$ cat config.mk
export PLATFORM = sky130hd
export DESIGN_NAME = icache_top
export DESIGN_NICKNAME = d
export VERILOG_FILES = /design/src/common/icache_pkg.sv /design/src/icache/icache_controller.sv /design/src/icache/icache_mem.sv /design/src/icache/miss_table.sv /design/src/source/icache_top.sv
export SDC_FILE = /design/constraint.sdc
export NUM_CORES = 2
export LEC_CHECK = 0
export BUFFER_PORTS_ARGS = -buffer_cell sky130_fd_sc_hd__buf_2
export CAP_MARGIN = 20
export CORE_AREA = 8 8 610 612
export DETAILED_ROUTE_END_ITERATION = 7
export DIE_AREA = 0 0 618 620
export SLEW_MARGIN = 20
export SYNTH_ARGS = -nofsm -noshare
export SYNTH_HDL_FRONTEND = slang
export SYNTH_MEMORY_MAX_BITS = 65536
export SYNTH_SLANG_ARGS = --single-unit
$ cat constraint.sdc
create_clock -name clock -period 10.65 [get_ports clock]
set_input_delay 2.6625 -clock clock [delete_from_list [all_inputs] [get_ports clock]]
set_output_delay 2.6625 -clock clock [all_outputs]
set_load 0.02 [all_outputs]
$ cat src/common/icache_pkg.sv
package icache_pkg;

	// command on the processor and memory buses
	typedef enum logic [1:0]
	{
		BUS_NONE  = 2'h0,
		BUS_LOAD  = 2'h1,
		BUS_STORE = 2'h2
	} bus_command;

	// memory transaction tag where zero means no transaction
	localparam int MEM_TAG_W = 4;

	// one cache line is one 64-bit word
	localparam int LINE_W = 64;

	// byte offset bits below the index
	localparam int BLOCK_OFFSET = 3;

endpackage

$ cat src/icache/icache_controller.sv
module icache_controller #(
	parameter int INDEX_W = 5,
	localparam int TAG_W = 64 - icache_pkg::BLOCK_OFFSET - INDEX_W
) (
	// only the checker below uses the clock and reset
	input  logic                               clock,
	input  logic                               rst_n,

	// from memory
	input  logic [icache_pkg::MEM_TAG_W-1:0]   imem2proc_response,
	input  logic [icache_pkg::MEM_TAG_W-1:0]   imem2proc_tag,

	// from processor
	input  logic [63:0]                        proc2icache_addr,
	input  icache_pkg::bus_command             proc2icache_command,

	// from cache arrays
	input  logic [icache_pkg::LINE_W-1:0]      cachemem_data,
	input  logic                               cachemem_valid,
	input  logic                               cachemem_is_miss,

	// from miss table
	input  logic                               table_full,
	input  logic                               table_pending,

	// to memory
	output icache_pkg::bus_command             proc2imem_command,
	output logic [63:0]                        proc2imem_addr,

	// to processor
	output logic [icache_pkg::LINE_W-1:0]      icache_data_out,
	output logic                               icache_data_valid,
	output logic [icache_pkg::MEM_TAG_W-1:0]   icache2proc_response,
	output logic [icache_pkg::MEM_TAG_W-1:0]   icache2proc_tag,

	// to cache arrays and miss table
	output logic [INDEX_W-1:0]                 index,
	output logic [TAG_W-1:0]                   tag,
	output logic                               read_enable,
	output logic                               alloc
);
	import icache_pkg::*;

	logic line_hit;

	assign {tag, index} = proc2icache_addr[63:BLOCK_OFFSET];

	// a line is only usable when present and the tag agrees
	assign line_hit = cachemem_valid && !cachemem_is_miss;

	always_comb
	begin
		proc2imem_command    = BUS_NONE;
		proc2imem_addr       = '0;
		icache_data_out      = cachemem_data;
		icache_data_valid    = 1'b0;
		icache2proc_response = imem2proc_response;
		icache2proc_tag      = imem2proc_tag;
		read_enable          = 1'b0;
		alloc                = 1'b0;

		case (proc2icache_command)
			BUS_LOAD:
			begin
				read_enable = 1'b1;
				if (line_hit)
				begin
					icache_data_valid = 1'b1;
				end
				else if (!table_pending && !table_full)
				begin
					// new miss requests the aligned line
					proc2imem_command = BUS_LOAD;
					proc2imem_addr    = {proc2icache_addr[63:BLOCK_OFFSET], {BLOCK_OFFSET{1'b0}}};
					// zero response means memory was busy and the load repeats
					alloc             = (imem2proc_response != '0);
				end
				else
				begin
					// already outstanding or no room so nothing is issued
					icache2proc_response = '0;
				end
			end

			BUS_NONE:
			begin
				icache2proc_tag = '0;
			end

			default:
			begin
				// stores are not handled by the icache
				icache2proc_tag = '0;
				if (table_full)
					icache2proc_response = '0;
			end
		endcase
	end

	// once allocated, the held address must not issue a second load
	property p_alloc_recorded;
		@(posedge clock) disable iff (!rst_n)
		alloc ##1 (proc2icache_command == BUS_LOAD && $stable(proc2icache_addr))
			|-> (table_pending || line_hit);
	endproperty

	a_alloc_recorded: assert property (p_alloc_recorded)
		else $error("allocated miss not seen as pending on the next cycle");

endmodule

$ cat src/icache/icache_mem.sv
module icache_mem #(
	parameter int INDEX_W = 5,
	localparam int TAG_W = 64 - icache_pkg::BLOCK_OFFSET - INDEX_W
) (
	input  logic                          clock,
	input  logic                          rst_n,

	// lookup port
	input  logic                          read_enable,
	input  logic [INDEX_W-1:0]            index,
	input  logic [TAG_W-1:0]              tag,

	// fill port
	input  logic                          fill,
	input  logic [INDEX_W-1:0]            fill_index,
	input  logic [TAG_W-1:0]              fill_tag,
	input  logic [icache_pkg::LINE_W-1:0] fill_data,

	output logic [icache_pkg::LINE_W-1:0] cachemem_data,
	output logic                          cachemem_valid,
	output logic                          cachemem_is_miss
);
	import icache_pkg::*;

	localparam int N_LINES = 1 << INDEX_W;

	logic [LINE_W-1:0]  data_array [N_LINES];
	logic [TAG_W-1:0]   tag_array  [N_LINES];
	logic [N_LINES-1:0] valid_bits;
	logic               tag_match;

	// combinational read of the addressed line
	assign tag_match        = (tag_array[index] == tag);
	assign cachemem_data    = data_array[index];
	assign cachemem_valid   = read_enable && valid_bits[index];
	assign cachemem_is_miss = read_enable && !(valid_bits[index] && tag_match);

	always_ff @(posedge clock or negedge rst_n)
	begin
		if (!rst_n)
		begin
			valid_bits <= '0;
		end
		else if (fill)
		begin
			valid_bits[fill_index] <= 1'b1;
		end
	end

	// a fill replaces whatever line sat at that index
	always_ff @(posedge clock)
	begin
		if (fill)
		begin
			data_array[fill_index] <= fill_data;
			tag_array[fill_index]  <= fill_tag;
		end
	end

	// a filled line must hit on the next lookup of the same address
	property p_fill_then_hit;
		@(posedge clock) disable iff (!rst_n)
		fill ##1 (read_enable && index == $past(fill_index) && tag == $past(fill_tag)
			&& !(fill && fill_index == index))
			|-> !cachemem_is_miss && cachemem_data == $past(fill_data);
	endproperty

	a_fill_then_hit: assert property (p_fill_then_hit)
		else $error("filled line does not hit on the following cycle");

endmodule

$ cat src/icache/miss_table.sv
module miss_table #(
	parameter int INDEX_W = 5,
	parameter int N_MISS = 4,
	localparam int TAG_W = 64 - icache_pkg::BLOCK_OFFSET - INDEX_W
) (
	input  logic                             clock,
	input  logic                             rst_n,

	// new entry for an accepted load
	input  logic                             alloc,
	input  logic [icache_pkg::MEM_TAG_W-1:0] alloc_mem_tag,
	input  logic [INDEX_W-1:0]               alloc_index,
	input  logic [TAG_W-1:0]                 alloc_tag,

	// returning transaction
	input  logic [icache_pkg::MEM_TAG_W-1:0] imem2proc_tag,

	// current fetch
	input  logic [INDEX_W-1:0]               lookup_index,
	input  logic [TAG_W-1:0]                 lookup_tag,

	output logic                             full,
	output logic                             pending,
	output logic                             fill,
	output logic [INDEX_W-1:0]               fill_index,
	output logic [TAG_W-1:0]                 fill_tag
);
	import icache_pkg::*;

	localparam int SLOT_W = (N_MISS > 1) ? $clog2(N_MISS) : 1;
	localparam int CNT_W  = $clog2(N_MISS + 1);

	logic [N_MISS-1:0]    live;
	logic [MEM_TAG_W-1:0] ent_mem_tag [N_MISS];
	logic [INDEX_W-1:0]   ent_index   [N_MISS];
	logic [TAG_W-1:0]     ent_tag     [N_MISS];
	logic [CNT_W-1:0]     count;

	logic [N_MISS-1:0]    ret_match;
	logic [N_MISS-1:0]    tag_clash;
	logic [SLOT_W-1:0]    free_slot;

	always_comb
	begin
		logic found;
		found      = 1'b0;
		free_slot  = '0;
		pending    = 1'b0;
		fill_index = '0;
		fill_tag   = '0;
		for (int i = 0; i < N_MISS; i++)
		begin
			// tag 0 never names a transaction
			ret_match[i] = live[i] && (imem2proc_tag != '0) && (ent_mem_tag[i] == imem2proc_tag);
			tag_clash[i] = live[i] && (ent_mem_tag[i] == alloc_mem_tag);
			if (live[i] && ent_index[i] == lookup_index && ent_tag[i] == lookup_tag)
				pending = 1'b1;
			if (ret_match[i])
			begin
				fill_index = ent_index[i];
				fill_tag   = ent_tag[i];
			end
			if (!live[i] && !found)
			begin
				free_slot = SLOT_W'(i);
				found     = 1'b1;
			end
		end
	end

	assign fill = |ret_match;
	assign full = (count == CNT_W'(N_MISS));

	always_ff @(posedge clock or negedge rst_n)
	begin
		if (!rst_n)
		begin
			live  <= '0;
			count <= '0;
		end
		else
		begin
			live <= live & ~ret_match;
			if (alloc)
				live[free_slot] <= 1'b1;
			count <= count + CNT_W'(alloc) - CNT_W'(fill);
		end
	end

	always_ff @(posedge clock)
	begin
		if (alloc)
		begin
			ent_mem_tag[free_slot] <= alloc_mem_tag;
			ent_index[free_slot]   <= alloc_index;
			ent_tag[free_slot]     <= alloc_tag;
		end
	end

	a_no_alloc_full: assert property (@(posedge clock) disable iff (!rst_n) alloc |-> !full)
		else $error("miss table allocated while full");

	a_unique_mem_tag: assert property (@(posedge clock) disable iff (!rst_n)
		alloc |-> !(|tag_clash))
		else $error("memory tag %0h already held by a live entry", alloc_mem_tag);

endmodule

$ cat src/source/icache_top.sv
module icache_top #(
	parameter int INDEX_W = 5,
	parameter int N_MISS = 4
) (
	input  logic                             clock,
	input  logic                             rst_n,

	// processor side
	input  logic [63:0]                      proc2icache_addr,
	input  icache_pkg::bus_command           proc2icache_command,
	output logic [icache_pkg::LINE_W-1:0]    icache_data_out,
	output logic                             icache_data_valid,
	output logic [icache_pkg::MEM_TAG_W-1:0] icache2proc_response,
	output logic [icache_pkg::MEM_TAG_W-1:0] icache2proc_tag,

	// memory side
	output icache_pkg::bus_command           proc2imem_command,
	output logic [63:0]                      proc2imem_addr,
	input  logic [icache_pkg::MEM_TAG_W-1:0] imem2proc_response,
	input  logic [icache_pkg::MEM_TAG_W-1:0] imem2proc_tag,
	input  logic [icache_pkg::LINE_W-1:0]    imem2proc_data
);
	import icache_pkg::*;

	localparam int TAG_W = 64 - BLOCK_OFFSET - INDEX_W;

	logic [INDEX_W-1:0] index;
	logic [TAG_W-1:0]   tag;
	logic               read_enable;
	logic               alloc;
	logic [LINE_W-1:0]  cachemem_data;
	logic               cachemem_valid;
	logic               cachemem_is_miss;
	logic               table_full;
	logic               table_pending;
	logic               fill;
	logic [INDEX_W-1:0] fill_index;
	logic [TAG_W-1:0]   fill_tag;

	icache_controller #(
		.INDEX_W(INDEX_W)
	) controller_i (
		.clock(clock),
		.rst_n(rst_n),
		.imem2proc_response(imem2proc_response),
		.imem2proc_tag(imem2proc_tag),
		.proc2icache_addr(proc2icache_addr),
		.proc2icache_command(proc2icache_command),
		.cachemem_data(cachemem_data),
		.cachemem_valid(cachemem_valid),
		.cachemem_is_miss(cachemem_is_miss),
		.table_full(table_full),
		.table_pending(table_pending),
		.proc2imem_command(proc2imem_command),
		.proc2imem_addr(proc2imem_addr),
		.icache_data_out(icache_data_out),
		.icache_data_valid(icache_data_valid),
		.icache2proc_response(icache2proc_response),
		.icache2proc_tag(icache2proc_tag),
		.index(index),
		.tag(tag),
		.read_enable(read_enable),
		.alloc(alloc)
	);

	icache_mem #(
		.INDEX_W(INDEX_W)
	) cachemem_i (
		.clock(clock),
		.rst_n(rst_n),
		.read_enable(read_enable),
		.index(index),
		.tag(tag),
		.fill(fill),
		.fill_index(fill_index),
		.fill_tag(fill_tag),
		.fill_data(imem2proc_data),
		.cachemem_data(cachemem_data),
		.cachemem_valid(cachemem_valid),
		.cachemem_is_miss(cachemem_is_miss)
	);

	// the accepted response tag names the new entry
	miss_table #(
		.INDEX_W(INDEX_W),
		.N_MISS(N_MISS)
	) miss_table_i (
		.clock(clock),
		.rst_n(rst_n),
		.alloc(alloc),
		.alloc_mem_tag(imem2proc_response),
		.alloc_index(index),
		.alloc_tag(tag),
		.imem2proc_tag(imem2proc_tag),
		.lookup_index(index),
		.lookup_tag(tag),
		.full(table_full),
		.pending(table_pending),
		.fill(fill),
		.fill_index(fill_index),
		.fill_tag(fill_tag)
	);

endmodule

==> parameters.txt <==
Parameter                              Value

Pwr
  Portion of total power attributed to the clock network    0.411
  Switching share of total power    0.225
  Combinational group share of total power    0.071
  Internal power component    27.7 mW
  Total net switching power    approximately 8.0 mW
  Seq pwr share    0.518
  Static Leak    59.1 nW
  Ratio of total power to cell area    193 mW/mm²
  Worst VDD drop    around 0.21 mV
  Total power    35.7 mW

Floorplanning
  Die outline width    slightly above 600 µm
  Chip Height    approximately 620 µm
  Num ports    279
  Die ar.    0.383 mm²
  Initial Utilization    0.446
  Floorplan Core Area    between 0.3 and 0.4 mm²
  Rows    222

Layout
  FILL cells    28.6k
  Area of the multi-input gates    0.0361 mm²
  Flip-flop and latch area    between 0.1 and 0.15 mm²
  Fraction of final layout cells sized beyond drive strength 1    0.278
  Net count reported at finish    roughly 8.2k
  Area overhead of the layout relative to synthesis    14.0%
  Count of non-filler cells in the finished layout    13.3k

Setup path
  Largest fanout on the critical path    36
  CP Data Required Time    7990 ps
  Worst setup EP type    primary output
  Category of the worst setup path launch point    input port
  Arrival time of the worst setup path    approximately 7600 ps
  Type of the worst setup path    in2out

STA
  Top achievable clock speed    between 90 and 100 MHz
  Worst slew margin relative to its limit    0.228
  Setup TNS    0 ps
  RSZ-0062 raised after global routing    false
  Minimum hold slack    between 400 and 500 ps
  Slew Limit Fails    0
  Final Hold Violating Endpoints    0
  Final worst-path setup slack    between 300 and 400 ps
  Setup violation total in the final timing report    0
  Part of the cycle the worst path needs    0.963
  Min cycle time layout    10,250 ps
  Skew final    60.1 ps
  Measured slew at the worst slew-check pin    1150 ps

Synthesis
  Sequential share of the synthesized area    0.766
  Post-synth top area cell    edfxtp_1
  Synth unique cells    just over 80
  Flip-flop and latch count after synthesis    roughly 4.1k
  Area of the mapped netlist    about 0.16 mm²
  Share of flip-flops with an asynchronous set or reset after synthesis    0.00942
  Dominant register cell in the synthesized netlist    edfxtp_1
  Share of Yosys cell area claimed by the top area cell type    0.760
  Number of enable-type register cells in the synthesized netlist    4,100
  Warnings, synthesis    0
  Most area-consuming cells after synthesis    edfxtp_1 (76%), mux4_2 (13%), mux2i_1 (2.2%)
  Mean cell area of the mapped netlist    around 22 µm²
  Post-synthesis instance total    7,504
  Most frequently used cell type in the post-synthesis netlist    edfxtp_1
  Post-synth top cells    edfxtp_1 (4,100), mux4_2 (927), mux2i_1 (349), a22oi_1 (195), nor2_1 (161)

CTS
  Buffer depth of the longest clock path    4
  Skew-Pair Late Insertion Delay    1000 ps
  Setup bufs post-CTS    0
  Clock transition at path regs    around 60 ps
  CTS root buf    clkbuf_16
  TritonCTS Buffers    425
  Post-cts hold buffer count    0
  TritonCTS clock tree    built
  Depth of the CTS H-tree    5
  Clock sinks    4,139
  PostCTS Resize Cnt    0

GRT
  Largest net degree at the start of global routing    117
  Via count of the first global-routing pass    81.3k
  Initial antenna violation count    34
  Wire length of the first global-routing pass    629,000 µm
  Global routing usage summed across all routing layers    0.231
  Total gr overflow    0

Worst hold path
  Type of the tightest min-delay check    reg2reg

Placement
  Count of port buffers added during placement    271
  Weighted congestion at the end of routability-driven global placement    0.912
  HPWL Detailed    244,000 µm
  Worst-case setup slack after placement    approximately 440 ps
  Placed cells    12.5k

Route
  Routed wire length per instance    34.2 µm
  Total DRC errors in the routed layout    0
  Total via count after detailed routing    just over 80k
  Routed Antenna Nets    0
  Starting DRT DRC Count    11.3k
  Post-detailed-route via-to-cell ratio    6.16
  Length of the first detailed-routing pass in iterations    6
  Total wire length    454,000 µm

Job
  Count of maximum capacitance violations    0

Status
  Outcome    completed
==> metal layers <==
| metal | track usage | routed length, µm | vias to the layer above |
|---|---|---|---|
| li1 | - | - | 32600 |
| met4 | 0.0636 | 13000 | 24 |
| met3 | 0.0441 | 42700 | 670 |
| met5 | 0 | 256 | - |
| met2 | 0.368 | 214000 | 4100 |
| met1 | 0.330 | 184000 | 44300 |
==> cells in the final DEF (no fill, tap or decap), types with 90 or more instances in the layout <==
cell and n:
buf_2 265, a21oi_1 90, mux2i_1 349, xor2_1 120
clkbuf_1 99, clkbuf_16 429, edfxtp_1 4100, mux2_2 90
buf_4 211, nor2_1 122, nand2_1 158, a22oi_1 195
clkinv_1 97, xnor2_1 136, mux4_2 927
==> metrics by stage <==
stage               cell area [µm²]  utilization
global route                 185000        0.509
CTS                          185000        0.508
floorplan                    162000            -
global placement             171000        0.470
finish                       185000        0.509
detailed placement           171000        0.471
==> power groups by stage <==
stage                     Combinational (mW)  Sequential, mW  Clock (mW)
after floorplan                         1.46            18.9           0
after global placement                  2.49            18.8           0
after detailed placement                2.54            18.9           0
after CTS                               2.54            18.5        14.9
after global routing                    2.68            18.5        15.5
final                                   2.54            18.5        14.7
==> kinds of logic (layout without fill, tap and decap cells) <==
kind of cell,after synthesis,in the layout,share of synthesized area
DFF,4139,4139,0.766
muxes,1375,1375,0.158
and+or+nand+nor,671,671,0.0211
AOI/OAI and AO/OA,580,580,0.0250
buffers and inverters,479,1406,0.0159
xor gates and xnor gates,256,256,0.0138
adders and majority gates,3,3,0.000278
other,1,14,0.0000231
==> flip-flops by register name, indices dropped and copies added, names as in the netlist <==
signal	cells
miss_table_i.ent_mem_tag	16
cachemem_i.valid_bits	32
miss_table_i.ent_index	20
miss_table_i.count	3
cachemem_i.data_array	2048
miss_table_i.ent_tag	224
cachemem_i.tag_array	1792
miss_table_i.live	4
==> path summary, 6_finish.rpt <==
path | start | to | slack (ps) | cells after the start
max reg2reg | miss_table_i.ent_mem_tag[1][1] | cachemem_i.data_array[22][44] | 4790 | 10
min in group asynchronous | rst_n | miss_table_i.count[1] | 1710 | 1
max in group asynchronous | rst_n | cachemem_i.valid_bits[27] | 8470 | 1
max | proc2icache_addr[5] | proc2imem_addr[50] | 400 | 17
min reg2reg | cachemem_i.valid_bits[29] | cachemem_i.valid_bits[29] | 460 | 1
min | cachemem_i.valid_bits[29] | cachemem_i.valid_bits[29] | 460 | 1
==> cell type report <==
cell class,count,share of cell area
diodes,10,0.000135
clock buffers,535,0.0606
clock inverters,246,0.0133
inverters,58,0.00122
multi-input cells,2889,0.195
flip-flops and latches,4139,0.671
well taps,4816,0.0326
repair buffers,567,0.0254
==> worst max-delay path, cell delays in order <==
cell	delay, ps
buf_8	410
buf_4	400
buf_4	620
mux4_2	400
o21ai_0	250
a2111oi_0	130
nor3_1	500
buf_4	250
xnor2_1	80
nor4_2	430
nand4_1	180
buf_4	220
o21ai_4	190
inv_2	130
buf_4	240
and2_1	190
buf_2	150
Note: power is estimated with default switching activity, not from simulation.
